--- config.mk ---
export PLATFORM = sky130hd
export DESIGN_NAME = serial_rx_top
export DESIGN_NICKNAME = d
export VERILOG_FILES = /design/src/design/rx_pkg.sv /design/src/design/align_if.sv /design/src/design/preamble_aligner.sv /design/src/design/frame_reader.sv /design/src/design/serial_rx_top.sv
export SDC_FILE = /design/constraint.sdc
export NUM_CORES = 1
export LEC_CHECK = 0
export BUFFER_PORTS_ARGS = -buffer_cell sky130_fd_sc_hd__buf_4
export CORE_MARGIN = 2
export CORE_UTILIZATION = 30
export CTS_CLUSTER_DIAMETER = 40
export DETAILED_ROUTE_END_ITERATION = 8
export GPL_TIMING_DRIVEN = 0
export PLACE_DENSITY = 0.57
export SLEW_MARGIN = 20
export SYNTH_ARGS = -nofsm -noshare
export SYNTH_HDL_FRONTEND = slang
export SYNTH_SLANG_ARGS = --single-unit
export TNS_END_PERCENT = 1
--- constraint.sdc ---
create_clock -name clk -period 3.1 [get_ports clk]
set_input_delay 0.155 -clock clk [delete_from_list [all_inputs] [get_ports clk]]
set_output_delay 0.155 -clock clk [all_outputs]
set_load 0.02 [all_outputs]
--- src/design/rx_pkg.sv ---
package rx_pkg;

    // Serial framing constants.
    localparam int BYTE_W  = 8;
    localparam int PHASE_W = 3;

    // Sent repeatedly ahead of each frame.
    localparam logic [BYTE_W-1:0] PREAMBLE = 8'h5A;

    // First byte after the preamble and any filler.
    localparam logic [BYTE_W-1:0] SYNC_WORD = 8'h01;

    typedef logic [BYTE_W-1:0]  byte_t;
    typedef logic [PHASE_W-1:0] phase_t;

    // Aligner states.
    typedef enum logic [1:0] {
        IDLE    = 2'd0,
        HUNT    = 2'd1,
        CONFIRM = 2'd2,
        LOCKED  = 2'd3
    } align_state_t;

    // Frame reader states.
    typedef enum logic [1:0] {
        WAIT      = 2'd0,
        SEEK_SYNC = 2'd1,
        READ      = 2'd2
    } frame_state_t;

    // One tick per byte, so the phase counter must cover a whole byte.
    localparam int PHASES = 1 << PHASE_W;

    typedef logic [$clog2(PHASES)-1:0] phase_chk_t;

    localparam phase_t PHASE_START = '0;

endpackage

--- src/design/align_if.sv ---
`timescale 1ns/1ps

interface align_if
    import rx_pkg::*;
();

    logic  locked;
    logic  byte_tick;
    byte_t byte_data;

    // Ends the frame and sends the aligner back to idle.
    logic  frame_release;

    modport aligner (
        output locked,
        output byte_tick,
        output byte_data,
        input  frame_release
    );

    modport reader (
        input  locked,
        input  byte_tick,
        input  byte_data,
        output frame_release
    );

endinterface

--- src/design/preamble_aligner.sv ---
`timescale 1ns/1ps

module preamble_aligner
    import rx_pkg::*;
(
    input  logic    clk,
    input  logic    rst,
    input  logic    fire,
    input  logic    din,
    align_if.aligner bus
);

    align_state_t state;
    align_state_t state_nxt;

    byte_t  shift_reg;
    phase_t phase;
    phase_t lock_phase;

    logic preamble_hit;
    logic at_lock_phase;
    logic tick_nxt;
    logic clear;

    assign preamble_hit  = (shift_reg == PREAMBLE);
    assign at_lock_phase = (phase == lock_phase);

    // Shift register and counter restart with every new frame.
    assign clear = (state == IDLE) || bus.frame_release;

    // The confirming byte is the first one presented.
    always_comb begin
        tick_nxt = 1'b0;
        if (at_lock_phase && !bus.frame_release) begin
            if (state == LOCKED) begin
                tick_nxt = 1'b1;
            end else if (state == CONFIRM && preamble_hit) begin
                tick_nxt = 1'b1;
            end
        end
    end

    assign bus.locked = (state == LOCKED);

    always_comb begin
        state_nxt = state;
        case (state)
            IDLE: begin
                if (fire) begin
                    state_nxt = HUNT;
                end
            end
            HUNT: begin
                // Any of the eight phases may carry the first match.
                if (preamble_hit) begin
                    state_nxt = CONFIRM;
                end
            end
            CONFIRM: begin
                // Same phase, one byte later.
                if (at_lock_phase) begin
                    if (preamble_hit) begin
                        state_nxt = LOCKED;
                    end else begin
                        state_nxt = HUNT;
                    end
                end
            end
            LOCKED: begin
                state_nxt = LOCKED;
            end
            default: begin
                state_nxt = IDLE;
            end
        endcase

        if (bus.frame_release) begin
            state_nxt = IDLE;
        end
    end

    always_ff @(posedge clk or posedge rst) begin
        if (rst) begin
            state <= IDLE;
        end else begin
            state <= state_nxt;
        end
    end

    // Most significant bit arrives first.
    always_ff @(posedge clk or posedge rst) begin
        if (rst) begin
            shift_reg <= '0;
        end else if (clear) begin
            shift_reg <= '0;
        end else begin
            shift_reg <= {shift_reg[BYTE_W-2:0], din};
        end
    end

    // Free running, wraps once per byte.
    always_ff @(posedge clk or posedge rst) begin
        if (rst) begin
            phase <= PHASE_START;
        end else if (clear) begin
            phase <= PHASE_START;
        end else begin
            phase <= phase + 1'b1;
        end
    end

    always_ff @(posedge clk or posedge rst) begin
        if (rst) begin
            lock_phase <= PHASE_START;
        end else if (state == HUNT && preamble_hit) begin
            lock_phase <= phase;
        end
    end

    always_ff @(posedge clk or posedge rst) begin
        if (rst) begin
            bus.byte_tick <= 1'b0;
        end else begin
            bus.byte_tick <= tick_nxt;
        end
    end

    always_ff @(posedge clk) begin
        if (tick_nxt) begin
            bus.byte_data <= shift_reg;
        end
    end

endmodule

--- src/design/frame_reader.sv ---
`timescale 1ns/1ps

module frame_reader
    import rx_pkg::*;
(
    input  logic    clk,
    input  logic    rst,
    input  logic    fire,
    align_if.reader bus,
    output byte_t   dout,
    output logic    byte_valid
);

    frame_state_t state;
    frame_state_t state_nxt;

    logic take;
    logic sync_seen;
    logic frame_end;

    // A payload byte is accepted on every tick while reading.
    assign take = (state == READ) && bus.byte_tick;

    assign sync_seen = (state == SEEK_SYNC) && bus.byte_tick
                       && (bus.byte_data == SYNC_WORD);

    // Fire low at a byte boundary closes the frame.
    assign frame_end = take && !fire;

    assign bus.frame_release = frame_end;

    always_comb begin
        state_nxt = state;
        case (state)
            WAIT: begin
                if (bus.locked) begin
                    state_nxt = SEEK_SYNC;
                end
            end
            SEEK_SYNC: begin
                // Extra preamble bytes and filler are dropped here.
                if (sync_seen) begin
                    state_nxt = READ;
                end
            end
            READ: begin
                if (frame_end) begin
                    state_nxt = WAIT;
                end
            end
            default: begin
                state_nxt = WAIT;
            end
        endcase
    end

    always_ff @(posedge clk or posedge rst) begin
        if (rst) begin
            state <= WAIT;
        end else begin
            state <= state_nxt;
        end
    end

    // Last byte of a frame stays for one cycle, then zero.
    always_ff @(posedge clk or posedge rst) begin
        if (rst) begin
            dout <= '0;
        end else if (state == WAIT) begin
            dout <= '0;
        end else if (take) begin
            dout <= bus.byte_data;
        end
    end

    always_ff @(posedge clk or posedge rst) begin
        if (rst) begin
            byte_valid <= 1'b0;
        end else begin
            byte_valid <= take;
        end
    end

endmodule

--- src/design/serial_rx_top.sv ---
`timescale 1ns/1ps

module serial_rx_top
    import rx_pkg::*;
(
    input  logic  clk,
    input  logic  rst,
    input  logic  fire,
    input  logic  din,
    output byte_t dout,
    output logic  byte_valid
);

    align_if bus ();

    // Finds the bit phase and hands over whole bytes.
    preamble_aligner preamble_aligner_i (
        .clk  (clk),
        .rst  (rst),
        .fire (fire),
        .din  (din),
        .bus  (bus.aligner)
    );

    // Skips to the sync word and delivers the payload.
    frame_reader frame_reader_i (
        .clk        (clk),
        .rst        (rst),
        .fire       (fire),
        .bus        (bus.reader),
        .dout       (dout),
        .byte_valid (byte_valid)
    );

endmodule

# [Word-level counts from Yosys, hierarchy flattened]
# Cells that the tools add are included.
[totals] out_inout_bits=9 wordCells=56 in_bits=4 reg_bits=36
[op_classes] eq_ne=14 mux=17 n_addsub=1 reduce_logical=15
[op_table] op="$mux 8" count=3
[op_table] op="$mux 2" count=8
[op_table] op="$eq 8x1->1 const B" count=1
[op_table] op="$eq 8x7->1 const B" count=1
[op_table] op="$pmux 2 s4" count=1
[op_table] op="$logic_and 1x1->1" count=7
[op_table] op="$eq 2x2->1 const B" count=3
[op_table] op="$ne 3x1->1 const B" count=2
[op_table] op="$pmux 2 s3" count=1
[op_table] op="$reduce_and 3->1" count=2
[op_table] op="$eq 2x1->1 const B" count=2
[op_table] op="$logic_not 2->1" count=2
[op_table] op="$ne 2x2->1 const B" count=2
[op_table] op="$add 3x1->3 const B" count=1
[op_table] op="$eq 3x3->1" count=1
[op_table] op="$mux 1" count=3
[op_table] op="$mux 3" count=1
[op_table] op="$ne 3x2->1 const B" count=1
[op_table] op="$logic_not 1->1" count=2
[op_table] op="$ne 2x1->1 const B" count=1
[op_table] op="$reduce_bool 2->1" count=1
[op_table] op="$logic_or 1x1->1" count=1

# [Logic depth before layout (Yosys ltp)]
[logic_depth] word_depth=6 mapped_depth=5 mapped_depth_nobuf=4

# [Modules after synthesis]
# Synthesis repeated with hierarchy kept, for this count alone.
[unflattened] cells_unflattened=104 area_unflattened_um2=1478.9
[modules_own_cells] module="preamble_aligner" area_per_inst_um2=938.4 cells_each=61 seq_area_each_um2=665.6 instances=1
[modules_own_cells] module="frame_reader" area_per_inst_um2=540.5 cells_each=43 seq_area_each_um2=275.3 instances=1

# [Worst setup path after synthesis]
# No wires, ideal clock.
[synth_path] kind="reg-to-reg" start="reg preamble_aligner_i.phase[2]" end="reg preamble_aligner_i.bus.byte_data[0] (enable)" path_buffers=0 path_stages_with_launch=4 setup_ps=387 setup_slack_ps=1164 t_arrival_ps=1548 period_less_slack_ps=1936 t_required_ps=2713 path_cell_list="dfrtp_1 > xor2_1 > nor3_1 > nor3b_1"
[synth_between] elab_chain_len=3
[synth_lines] element="from (decl)" line="preamble_aligner.sv:17" source="phase_t phase;"
[synth_lines] element="from (signal assigned)" line="preamble_aligner.sv:108" source="phase <= phase + 1'b1;"
[synth_lines] element="$eq 3x3->1" line="preamble_aligner.sv:26" source="assign at_lock_phase = (phase == lock_phase);"
[synth_lines] element="$logic_and 1x1->1" line="preamble_aligner.sv:34" source="if (at_lock_phase && !bus.frame_release) begin"
[synth_lines] element="$mux 1" line="preamble_aligner.sv:34"
[synth_lines] element="via preamble_aligner_i.tick_nxt" line="preamble_aligner.sv:22" source="logic tick_nxt;"
[synth_lines] element="to (signal assigned)" line="preamble_aligner.sv:130" source="bus.byte_data <= shift_reg;"
[synth_lines] element="to (decl)" line="align_if.sv:17" source="output byte_data,"
# The timed path passes the listed nets, and every way through them passes these cells.
# A chain may end at the register's enable or synchronous reset.

# [Worst setup path after layout]
[layout_path] start="reg preamble_aligner_i.phase[2]" end="reg preamble_aligner_i.bus.byte_data[5] (enable)"
# Same word-level chain as after synthesis.

==> results.py <==
metrics = {
    "sta": {
        "slew_headroom_pct": 55.64,
        "layout_setup_ws_ps": 1245,
        "finalSetupViolCount": 0,
        "fin_worst_skew_ps": 7.802,
        "period_needed_ps": 1855,
        "fmax_mhz": 539.0,
        "hold_viol_final": 0,
        "timing.final.crit_share_pct": 59.85,
        "rsz0062_at_grt": "no",
        "tns_ps": 0,
        "hold_ws_ps": 93.09,
        "slew_viol_final": 0,
        "worst_pin_slew_ps": 662.5,
    },
    "worst_setup_path": {
        "regToRegEndpoint": "preamble_aligner_i.bus.byte_data[5]$_DFFE_PP_",
        "startpoint_type": "register",
        "r2r_cells": 3,
        "cp_slowest_stage_delay_ps": 630,
        "reg2reg_from": "preamble_aligner_i.phase[2]$_DFF_PP0_",
        "cp-end-kind": "register",
        "crit_chain": "xor2_1 -> nor3_1 -> nor3b_2",
        "arrival_ps": 1770,
        "crit_type": "reg -> reg",
        "cp_slowest_cell": "nor3b_2",
        "path_buf_inv": 0,
        "path_delay_family": "simple AND/OR/NAND/NOR gates",
        "worstPathRequired_ps": 3010,
        "reg2reg_slack_ps": 1240,
        "cp_max_fo": 9,
    },
    "power": {
        "p_leak_nw": 0.7461,
        "peakVddDrop_mv": 0.2359,
        "p_per_area_nw_per_um2": 797.2,
    },
    "floorplan": {
        "ios": 13,
        "std_cell_rows": 25,
        "die_w_um": 72.99,
        "die_area_sq_um": 5327,
        "chipHeight_um": 72.99,
        "initial_core_util_pct": 30.63,
        "coreArea_sq_um": 4661,
    },
    "logic_synthesis": {
        "synth_compound_area_share_pct": 12.45,
        "yosys_register_bits": 36,
        "synthSimpleGateAreaFrac_pct": 13.50,
        "synth.area.mux_share_pct": 3.155,
        "avgSynthCellArea_sq_um": 14.57,
        "yosys.area.top_type": "dfrtp_1",
        "syn_nets": 103,
        "synth_area_leaders": "dfrtp_1 49%, edfxtp_1 17%, a22o_1 6.1%",
        "ys_warn_count": 0,
        "synth_xor_area_share_pct": 2.454,
        "synthAdderAreaFrac_pct": 0.8764,
        "synth_top_family_by_area": "simple AND/OR/NAND/NOR gates",
        "ys_types": 30,
        "synth.yosys.seq_area_share_pct": 65.91,
        "synth_area_sq_um": 1428,
        "synthCells": 98,
        "synth_top_area_share_pct": 49.08,
    },
    "layout": {
        "num-nets-final": 123,
        "area_delta_synth_final_pct": 17.79,
        "final_common_cell": "dfrtp_1",
        "fillers": 446,
        "final_cell_mix": "28 x dfrtp_1, 12 x buf_4, 10 x a22o_1",
        "n_antenna_cell": 0,
        "drive_above_1_share_pct": 26.89,
        "finalCoreUtilization_pct": 36.08,
    },
    "detailed_routing": {
        "wl_per_cell_um": 13.27,
        "vias_per_cell": 4.850,
        "drc": 0,
        "ant_nets": 0,
        "dr.pass1.iters": 4,
        "drt_iter0_markers": 29,
        "routed_wl_um": 2295,
        "num_vias": 839,
    },
    "clock_network": {
        "htreeDepth": 2,
        "clk_latency_ps": 280,
        "cts_resized": 0,
        "clk_pin_slew_ps": 60,
        "cts_num_sinks": 36,
        "clk_path_buf_depth": 2,
        "postCtsSetupBuffers": 0,
        "cts_tree": "done",
        "clockRootBuffer": "clkbuf_8",
        "numCtsBuffers": 5,
    },
    "worst_hold_path": {
        "min_path_type": "in -> reg",
        "min_to": "preamble_aligner_i.shift_reg[0]$_DFF_PP0_",
        "min-delay-start": "din",
        "hold_depth": 2,
    },
    "place": {
        "dpl_worst_slack_ps": 846.8,
        "hpwl_um": 1620,
        "place_congestion": 0.7288,
        "io_buffer_count": 12,
    },
    "global_route": {
        "grt_usage_pct": 10.01,
        "grt_pass1_vias": 826,
        "grt_max_degree": 29,
        "grt_overflow": 0,
        "grt_pass1_wl_um": 3974,
        "antenna_found_initial": 0,
    },
    "outcome": {
        "status": "finished, final reports clean",
    },
    "flow_run": {
        "drv_cap": 0,
    },
}
-- worst reg2reg max path, stage by stage, from the launching register on --
cell	delay (ps)
dfrtp_1	410
xor2_1	150
nor3_1	300
nor3b_2	630
-- worst max-delay path by stage --
stage                                                from                                            end  slack [ps]  cells past startpoint
finish              preamble_aligner_i.phase[2]$_DFF_PP0_  preamble_aligner_i.bus.byte_data[5]$_DFFE_PP_        1240                      3
global route        preamble_aligner_i.phase[2]$_DFF_PP0_  preamble_aligner_i.bus.byte_data[0]$_DFFE_PP_        1130                      3
CTS                 preamble_aligner_i.phase[2]$_DFF_PP0_  preamble_aligner_i.bus.byte_data[5]$_DFFE_PP_         820                      3
detailed placement  preamble_aligner_i.phase[2]$_DFF_PP0_  preamble_aligner_i.bus.byte_data[3]$_DFFE_PP_         850                      3
global placement    preamble_aligner_i.phase[2]$_DFF_PP0_  preamble_aligner_i.bus.byte_data[3]$_DFFE_PP_         940                      3
floorplan           preamble_aligner_i.phase[2]$_DFF_PP0_  preamble_aligner_i.bus.byte_data[0]$_DFFE_PP_        1160                      3
-- Yosys cell counts --
cell type	instances
nor2b_1	2
nand3b_4	1
dfrtp_1	28
a211oi_1	1
a22o_1	10
mux2_4	3
nand4_1	1
a32o_1	1
nor3_1	1
inv_2	1
o311a_2	1
xnor2_1	1
inv_1	4
nor4b_1	1
nand4_4	1
a21oi_4	1
o22ai_1	2
xor2_1	3
nor3b_1	1
clkbuf_2	1
nand2b_1	1
a21oi_1	2
a21o_1	1
o21ai_0	3
edfxtp_1	8
and2_2	1
and4bb_2	2
nor2_1	6
and2_1	8
ha_1	1
-- final cells by class --
cell class | instances | area (sq um) | area share (%)
inverters | 5 | 18.77 | 1.116
clock buffers | 7 | 76.32 | 4.539
clock inverters | 1 | 5.005 | 0.2976
plain buffers | 1 | 5.005 | 0.2976
well taps | 54 | 67.56 | 4.018
repair buffers | 13 | 100.1 | 5.952
flip-flops and latches | 36 | 940.9 | 55.95
multi-input cells | 56 | 467.9 | 27.83
-- where the power goes --
part / internal, mW / switching [mW] / total, mW / leakage [nW]
sequential: 0.614 / 0.0996 / 0.713 / 0.430
clock: 0.158 / 0.153 / 0.311 / 0.0422
combinational: 0.166 / 0.150 / 0.317 / 0.274
total: 0.938 / 0.403 / 1.34 / 0.746
-- per-stage QoR --
| step | power (mW) | area, sq um | cells |
|---|---|---|---|
| 6_report | 1.341 | 1682 | 173 |
| 3_5_place_dp | 1.040 | 1585 | 164 |
| 4_1_cts | 1.358 | 1667 | 172 |
| 3_3_place_gp | 1.027 | 1585 | 164 |
| 2_1_floorplan | 0.9390 | 1428 | 98 |
| 5_1_grt | 1.429 | 1682 | 173 |
-- layer usage --
layer  global-route usage [%]  vias up  share of wire, %  routed length (um)
met5                        0        -                 0                   0
met1                    11.78      414                45                1035
li1                         -      396                 -                   -
met4                    3.704        0               1.8                  42
met3                    4.144        6               4.6                 105
met2                    16.32       23                48                1111
-- kinds of logic after synthesis --
logic type | after synthesis
AOI/OAI and AO/OA | 22
and+or+nand+nor | 26
DFF | 36
xor gates and xnor gates | 4
buffers and inverters | 6
muxes | 3
adders and majority gates | 1
-- timing repair --
| item | CTS | global route |
|---|---|---|
| hold endpoints to repair | 0 | 28 |
| hold buffers | 0 | 1 |
| endpoints found under the setup margin | 0 | 0 |
No activity file was read; power rests on OpenSTA's default activity.
